File: src/source/l2_cache_settings.svh
`ifndef L2_CACHE_SETTINGS_SVH
`define L2_CACHE_SETTINGS_SVH

// byte address width on both sides.
`define L2_ADDR_BITS 32

// byte offset bits within one line.
`define L2_S_OFFSET 5

// set index bits.
`define L2_S_INDEX 3

// associativity, fixed at four by the tree plru.
`define L2_NUM_WAYS 4

// one cache line.
`define L2_LINE_BITS 256

// derived sizes.
`define L2_S_TAG (`L2_ADDR_BITS - `L2_S_OFFSET - `L2_S_INDEX)
`define L2_NUM_SETS (1 << `L2_S_INDEX)

`endif

File: src/source/l2_cache_pkg.sv
`include "l2_cache_settings.svh"

package l2_cache_pkg;

  // byte address from the arbiter or to physical memory.
  typedef logic [`L2_ADDR_BITS-1:0] addr_t;

  // address fields.
  typedef logic [`L2_S_TAG-1:0] tag_t;
  typedef logic [`L2_S_INDEX-1:0] index_t;

  // whole line, the unit of every transfer.
  typedef logic [`L2_LINE_BITS-1:0] line_t;

  // way number and one-hot way strobe.
  typedef logic [$clog2(`L2_NUM_WAYS)-1:0] way_t;
  typedef logic [`L2_NUM_WAYS-1:0] way_mask_t;

  // tree pseudo-lru, one bit per internal node.
  typedef logic [`L2_NUM_WAYS-2:0] plru_t;

  // controller states.
  typedef enum logic [2:0] {
    idle      = 3'd0,
    compare   = 3'd1,
    writeback = 3'd2,
    fill      = 3'd3,
    respond   = 3'd4
  } l2_state_t;

endpackage : l2_cache_pkg

File: src/source/l2_ctrl_if.sv
interface l2_ctrl_if import l2_cache_pkg::*; ();

  // status from the datapath.
  logic hit;
  way_t hit_way;
  logic victim_dirty;

  // array write strobes.
  logic load_tag;
  logic load_valid;
  logic load_dirty;
  logic dirty_value;
  logic load_line;

  // selects.
  logic line_from_mem;
  logic addr_from_victim;
  logic update_lru;

  modport ctrl (
    input  hit, hit_way, victim_dirty,
    output load_tag, load_valid, load_dirty, dirty_value, load_line,
    output line_from_mem, addr_from_victim, update_lru
  );

  modport dp (
    output hit, hit_way, victim_dirty,
    input  load_tag, load_valid, load_dirty, dirty_value, load_line,
    input  line_from_mem, addr_from_victim, update_lru
  );

endinterface : l2_ctrl_if

File: src/source/l2_cache_control.sv
module l2_cache_control import l2_cache_pkg::*; (
  input  logic    clk,
  input  logic    reset,
  l2_ctrl_if.ctrl ctrl,
  input  logic    mem_read,
  input  logic    mem_write,
  output logic    mem_resp,
  input  logic    pmem_resp,
  output logic    pmem_read,
  output logic    pmem_write
);

  l2_state_t state;
  l2_state_t next_state;

  // ******************************
  // state register
  // ******************************

  always_ff @(posedge clk) begin
    if (reset) begin
      state <= idle;
    end else begin
      state <= next_state;
    end
  end

  // ******************************
  // next state and outputs
  // ******************************

  always_comb begin
    next_state            = state;
    ctrl.load_tag         = 1'b0;
    ctrl.load_valid       = 1'b0;
    ctrl.load_dirty       = 1'b0;
    ctrl.dirty_value      = 1'b0;
    ctrl.load_line        = 1'b0;
    ctrl.line_from_mem    = 1'b0;
    ctrl.addr_from_victim = 1'b0;
    ctrl.update_lru       = 1'b0;
    mem_resp              = 1'b0;
    pmem_read             = 1'b0;
    pmem_write            = 1'b0;

    case (state)
      idle: begin
        if (mem_read || mem_write) begin
          next_state = compare;
        end
      end

      compare: begin
        if (ctrl.hit) begin
          ctrl.update_lru = 1'b1;
          // write hit takes the whole host line and marks it dirty.
          if (mem_write) begin
            ctrl.load_line   = 1'b1;
            ctrl.load_dirty  = 1'b1;
            ctrl.dirty_value = 1'b1;
          end
          next_state = respond;
        end else if (ctrl.victim_dirty) begin
          next_state = writeback;
        end else begin
          next_state = fill;
        end
      end

      writeback: begin
        pmem_write            = 1'b1;
        ctrl.addr_from_victim = 1'b1;
        if (pmem_resp) begin
          next_state = fill;
        end
      end

      fill: begin
        pmem_read = 1'b1;
        if (pmem_resp) begin
          ctrl.load_tag      = 1'b1;
          ctrl.load_valid    = 1'b1;
          ctrl.load_line     = 1'b1;
          ctrl.line_from_mem = 1'b1;
          ctrl.load_dirty    = 1'b1;
          ctrl.dirty_value   = 1'b0;
          // back to compare, which now hits.
          next_state = compare;
        end
      end

      respond: begin
        mem_resp   = 1'b1;
        next_state = idle;
      end

      default: begin
        next_state = idle;
      end
    endcase
  end

endmodule : l2_cache_control

File: src/flat_wrapper.sv
// flat-port wrapper written by rule: the top's interface ports become plain ports
module l2_cache_control_flat import l2_cache_pkg::*;
  (clk, reset, mem_read, mem_write, mem_resp, pmem_resp, pmem_read, pmem_write, ctrl_hit, ctrl_hit_way, ctrl_victim_dirty, ctrl_load_tag, ctrl_load_valid, ctrl_load_dirty, ctrl_dirty_value, ctrl_load_line, ctrl_line_from_mem, ctrl_addr_from_victim, ctrl_update_lru);
  l2_ctrl_if ctrl_i ();
  input  logic clk;
  input  logic reset;
  input  logic mem_read;
  input  logic mem_write;
  output logic mem_resp;
  input  logic pmem_resp;
  output logic pmem_read;
  output logic pmem_write;
  input wire logic [$bits(ctrl_i.hit)-1:0] ctrl_hit;
  input wire logic [$bits(ctrl_i.hit_way)-1:0] ctrl_hit_way;
  input wire logic [$bits(ctrl_i.victim_dirty)-1:0] ctrl_victim_dirty;
  output wire logic [$bits(ctrl_i.load_tag)-1:0] ctrl_load_tag;
  output wire logic [$bits(ctrl_i.load_valid)-1:0] ctrl_load_valid;
  output wire logic [$bits(ctrl_i.load_dirty)-1:0] ctrl_load_dirty;
  output wire logic [$bits(ctrl_i.dirty_value)-1:0] ctrl_dirty_value;
  output wire logic [$bits(ctrl_i.load_line)-1:0] ctrl_load_line;
  output wire logic [$bits(ctrl_i.line_from_mem)-1:0] ctrl_line_from_mem;
  output wire logic [$bits(ctrl_i.addr_from_victim)-1:0] ctrl_addr_from_victim;
  output wire logic [$bits(ctrl_i.update_lru)-1:0] ctrl_update_lru;
  assign ctrl_i.hit = ctrl_hit;
  assign ctrl_i.hit_way = ctrl_hit_way;
  assign ctrl_i.victim_dirty = ctrl_victim_dirty;
  assign ctrl_load_tag = ctrl_i.load_tag;
  assign ctrl_load_valid = ctrl_i.load_valid;
  assign ctrl_load_dirty = ctrl_i.load_dirty;
  assign ctrl_dirty_value = ctrl_i.dirty_value;
  assign ctrl_load_line = ctrl_i.load_line;
  assign ctrl_line_from_mem = ctrl_i.line_from_mem;
  assign ctrl_addr_from_victim = ctrl_i.addr_from_victim;
  assign ctrl_update_lru = ctrl_i.update_lru;
  l2_cache_control u_core (.clk(clk), .reset(reset), .ctrl(ctrl_i), .mem_read(mem_read), .mem_write(mem_write), .mem_resp(mem_resp), .pmem_resp(pmem_resp), .pmem_read(pmem_read), .pmem_write(pmem_write));
endmodule
File: config.mk
export PLATFORM = sky130hd
export DESIGN_NAME = l2_cache_control_flat
export DESIGN_NICKNAME = d
export VERILOG_FILES = /design/src/source/l2_cache_pkg.sv /design/src/source/l2_ctrl_if.sv /design/src/source/l2_cache_control.sv /design/src/flat_wrapper.sv
export VERILOG_INCLUDE_DIRS = /design/src /design/src/source
export SDC_FILE = /design/constraint.sdc
export NUM_CORES = 1
export LEC_CHECK = 0
export BUFFER_PORTS_ARGS = -buffer_cell sky130_fd_sc_hd__buf_4
export CAP_MARGIN = 10
export CORE_AREA = 2 2 39 41
export CTS_BUF_LIST = sky130_fd_sc_hd__clkbuf_2
export DETAILED_ROUTE_END_ITERATION = 16
export DIE_AREA = 0 0 41 43
export GPL_ROUTABILITY_DRIVEN = 0
export PLACE_DENSITY = 0.54
export SYNTH_ARGS = -nofsm -noshare
export SYNTH_HDL_FRONTEND = slang
export SYNTH_SLANG_ARGS = --single-unit
export TNS_END_PERCENT = 10
File: constraint.sdc
create_clock -name clk -period 1.5 [get_ports clk]
set_input_delay 0.075 -clock clk [delete_from_list [all_inputs] [get_ports clk]]
set_output_delay 0.075 -clock clk [all_outputs]
set_load 0.02 [all_outputs]
== After elaboration in Yosys (flattened, before gate mapping) ==
Index checks and enable logic that the tools add are counted.

* Input port bits: 9
* Register bits after elaboration: 3
* Output and inout port bits: 11

* Eq/ne operators: 7
* Multiplexer cells: 17
* Reduce and logical (&&, ||, !) cells: 3

{| class="wikitable"
|+ Operators with widths
! kind !! number
|-
| 2-to-1 mux 3 bit || 4
|-
| case mux 3 bit (4 select lines) || 1
|-
| 2-to-1 mux 1 bit || 11
|-
| equality test 3 x 2 -> 1 bit, second input constant || 2
|-
| != test 2 bit, second input constant || 2
|-
| equality test 3 x 1 -> 1 bit, second input constant || 1
|-
| equality test 3 bit, second input constant || 1
|-
| zero test 3 bit || 1
|-
| AND reduction 3 bit || 1
|-
| != test 2 x 1 -> 1 bit, second input constant || 1
|-
| case mux 1 bit (2 select lines) || 1
|-
| logical OR 1 bit || 1
|}

== Logic depth before layout (Yosys ltp) ==
* Word-level depth: 3
* Mapped depth: 5
* Gate-level depth less buffers: 3

== Worst setup path before layout ==
Ideal clock, no wire load.

* Kind: reg2out
* From: register u_core.state[1]
* To: output port ctrl_load_line
* Cell stages (with the launch flop): 5
* Setup slack: -39 ps
* Data arrival time: 1464 ps
* Path buffers: 1
* Path through: dfxtp_1 nor4bb_4 and2_4 or2_1 buf_4

* Word-level cells in the longest chain between the ends: 2
* Elaborated cells between the ends (all ways): 3
* Those cells by class: eq/ne: 2; mux: 1

{| class="wikitable"
|+ Ends and longest elaborated chain
! what !! line !! text
|-
| from (decl) || l2_cache_control.sv:13 || <nowiki>l2_state_t state;</nowiki>
|-
| from (signal assigned) || l2_cache_control.sv:22 || <nowiki>state <= idle;</nowiki>
|-
| from (signal assigned) || l2_cache_control.sv:24 || <nowiki>state <= next_state;</nowiki>
|-
| equality test 3 x 2 -> 1 bit or equality test 3 x 1 -> 1 bit (tied branches) || - ||
|-
| case mux 1 bit (2 select lines) (*) || - ||
|-
| to (decl) || flat_wrapper.sv:20 || <nowiki>output wire logic [$bits(ctrl_i.load_line)-1:0] ctrl_load_line;</nowiki>
|}

Mark *: on every way between the ends. The rest lies on a longest branch, timed or not.

== Worst setup path in the final report ==
* From: register u_core.state[1]
* To: output port ctrl_load_dirty

* Word-level cells in the longest chain between the ends: 2
* Elaborated cells between the ends (all ways): 3
* Those cells by class: eq/ne: 2; mux: 1

{| class="wikitable"
|+ Ends and longest elaborated chain
! what !! line !! text
|-
| equality test 3 x 2 -> 1 bit or equality test 3 x 1 -> 1 bit (tied branches) || l2_cache_control.sv:46 || <nowiki>case (state)</nowiki>
|-
| case mux 1 bit (2 select lines) (*) || l2_cache_control.sv:46 ||
|-
| to (decl) || flat_wrapper.sv:18 || <nowiki>output wire logic [$bits(ctrl_i.load_dirty)-1:0] ctrl_load_dirty;</nowiki>
|}

Marked as above.

==> out/results.ini <==
[logic_synthesis]
syn_area_per_cell_um2=8.43
synth.top_cell.area_share_pct=26.4
synth_edf_count=0
synthCells=27
yosysMostFrequentCell=buf_4
async_flop_share_pct=0
yosysTopAreaCell=dfxtp_1
syn_area_um2=228
synth_cell_type_count=17
netlist_top_cells_count=buf_4 (4), dfxtp_1 (3), nor2_1 (3), nor3b_1 (3), a21oi_1 (2)
ys.flop_type=dfxtp_1
ys.warnings.count=0
synth_area_leaders=dfxtp_1 (26%), buf_4 (13%), nor4bb_4 (11%), nor3b_1 (9.9%), buf_6 (4.9%)
syn_nets=36
ys_seq_area_share_pct=26.4
synth_seq_cells=3

[setup_path]
worstReg2RegEnd=u_core.state[0]$_SDFFE_PP0P_
path_max_fanout=7
critPathKind=flop to primary output
crit_path_end_kind=primary output
cp.required_ps=1420
worstSetupPathDepth=4
worst_path_dominant_cell_family=simple AND/OR/NAND/NOR gates
reg2reg_depth=3
slowest_stage=dfxtp_2
worst_ep_arrival_time_ps=1310
crit_buf_inv=1
worst_setup_path_start_kind=flop
reg2reg_setup_slack_ps=420
timing.rr.start=u_core.state[0]$_SDFFE_PP0P_
path_cells=nor4bb_4, and2_4, or2_4, buf_4
max_stage_delay_ps=360

[detailed_routing]
wl_met2_um=264
via_count=220
highest_layer=met3
route.detailed.drc=0
wl_per_cell_um=8.24
vias_per_cell=3.73
ant_nets=0
drt-total-wl_um=486
drtIter0Drc=1
met1_length_um=199
dr_wl_met3_um=21
dr.pass1.iters=2

[floorplan]
die_w_um=41
fp-row-count=14
die_area_mm2=0.00176
initial_utilization_pct=16.5
dieHeight_um=43
core-area_mm2=0.00138
ios=20

[timing]
final_max_slew_viol_count=0
fin_hold_ws_ps=46.6
rsz0062_at_grt=false
relSlewSlack_pct=82.6
worst_pin_slew_ps=261
setup_viol=0
fin_skew_ps=1.67
hold_viol=0
finalCriticalPeriod_ps=1390
post-route-period-util_pct=92.6
fin_tns_setup_ps=0
fmax_mhz=720

[power_and_ir_drop]
seq_power_share_pct=33.8
ir_drop_mv=0.153
power_density_mw_per_mm2=860
power_uw=309
power.switching_uw=97.8
internal-power_uw=211
p_sw_share_pct=31.7
p_clk_share_pct=35.8
power_frac_comb_pct=30.4
total_leakage_power_uw=0.000171

[min_path]
hold_end=u_core.state[2]$_SDFFE_PP0P_
hold-path-cell-count=2
hold_start=reset
hp-class=input pin to flop

[clock_network]
cts_resized=0
hold_buffers=0
cts-htree-levels=1
cts_root_buf=clkbuf_2
post_cts_buffers=0
clk_latency_ps=200
clk_pin_slew_ps=40
clock_path_buffers=2
clock_sinks=3
cts_tree=done
cts_buffers=3

[grt]
grt_max_degree=10
antenna_found_initial=0
grt_pass1_wl_um=731
first_global_vias=208
grt.total_usage_pct=6.41
overflow=0

[final_layout]
reg_top3=u_core.state x3
diodes=0
regMostFlops=u_core.state
largest_reg_flops=3
register_area_um2=62.6
multi_input_area_um2=125
nets=53
fillers=154
drive_above_1_share_pct=60.5
area_delta_synth_final_pct=57.7

[placement]
port_buffers=17
hpwl_um=404

[job]
cap_violations=0

[status]
outcome=complete, no violations

## per-layer routing
| metal | up-vias | global-route usage [%] |
|---|---|---|
| met5 | - | 0 |
| li1 | 119 | - |
| met4 | 0 | 8.00 |
| met2 | 7 | 8.13 |
| met3 | 0 | 1.57 |
| met1 | 94 | 7.35 |
## metrics by stage
step	cells	cell area (µm²)	utilization (%)	setup slack [ps]
6_report	59	359	25.9	111
3_5_place_dp	55	337	24.3	255
2_1_floorplan	27	230	-	47.1
5_1_grt	59	359	25.9	4.30
4_1_cts	59	357	25.8	29.8
3_3_place_gp	55	337	24.3	258
## layout by cell type, fill, tap and decap left out, types with 2 or more instances in the layout
| cell | instances |
|---|---|
| a21oi_1 | 2 |
| buf_4 | 17 |
| clkbuf_2 | 4 |
| dfxtp_2 | 2 |
| nor2_1 | 3 |
| nor3b_1 | 3 |
## final cells by class
class                   instances  area share (%)
repair buffers                 17            35.5
inverters                       1            1.05
multi-input cells              18            34.8
well taps                      16            5.57
clock buffers                   4            5.57
flip-flops and latches          3            17.4
## power by group through the flow
| stage | clock network [µW] | logic (µW) | registers [µW] |
|---|---|---|---|
| finish | 111 | 93.8 | 104 |
| global placement | 0 | 94.8 | 104 |
| floorplan | 0 | 74.3 | 96.3 |
| detailed placement | 0 | 94.7 | 105 |
| CTS | 118 | 94.8 | 103 |
| global route | 129 | 101 | 107 |
## cells by family (layout without fill, tap and decap cells)
family | after synthesis | after routing | synth area share (%)
flops | 3 | 3 | 26.4
buf+inv | 6 | 22 | 19.8
simple gates | 15 | 15 | 47.3
compound gates | 3 | 3 | 6.59
## how the worst max path moves through the flow
stage / to / startpoint / slack (ps)
finish: ctrl_load_dirty / u_core.state[1]$_SDFFE_PP0P_ / 110
global route: ctrl_load_line / u_core.state[2]$_SDFFE_PP0P_ / 4
CTS: ctrl_load_line / u_core.state[0]$_SDFFE_PP0P_ / 30
detailed placement: ctrl_load_line / u_core.state[0]$_SDFFE_PP0P_ / 260
global placement: ctrl_load_dirty / u_core.state[0]$_SDFFE_PP0P_ / 260
floorplan: ctrl_load_line / u_core.state[1]$_SDFFE_PP0P_ / 50
Note: power is estimated with default switching activity, not from simulation.
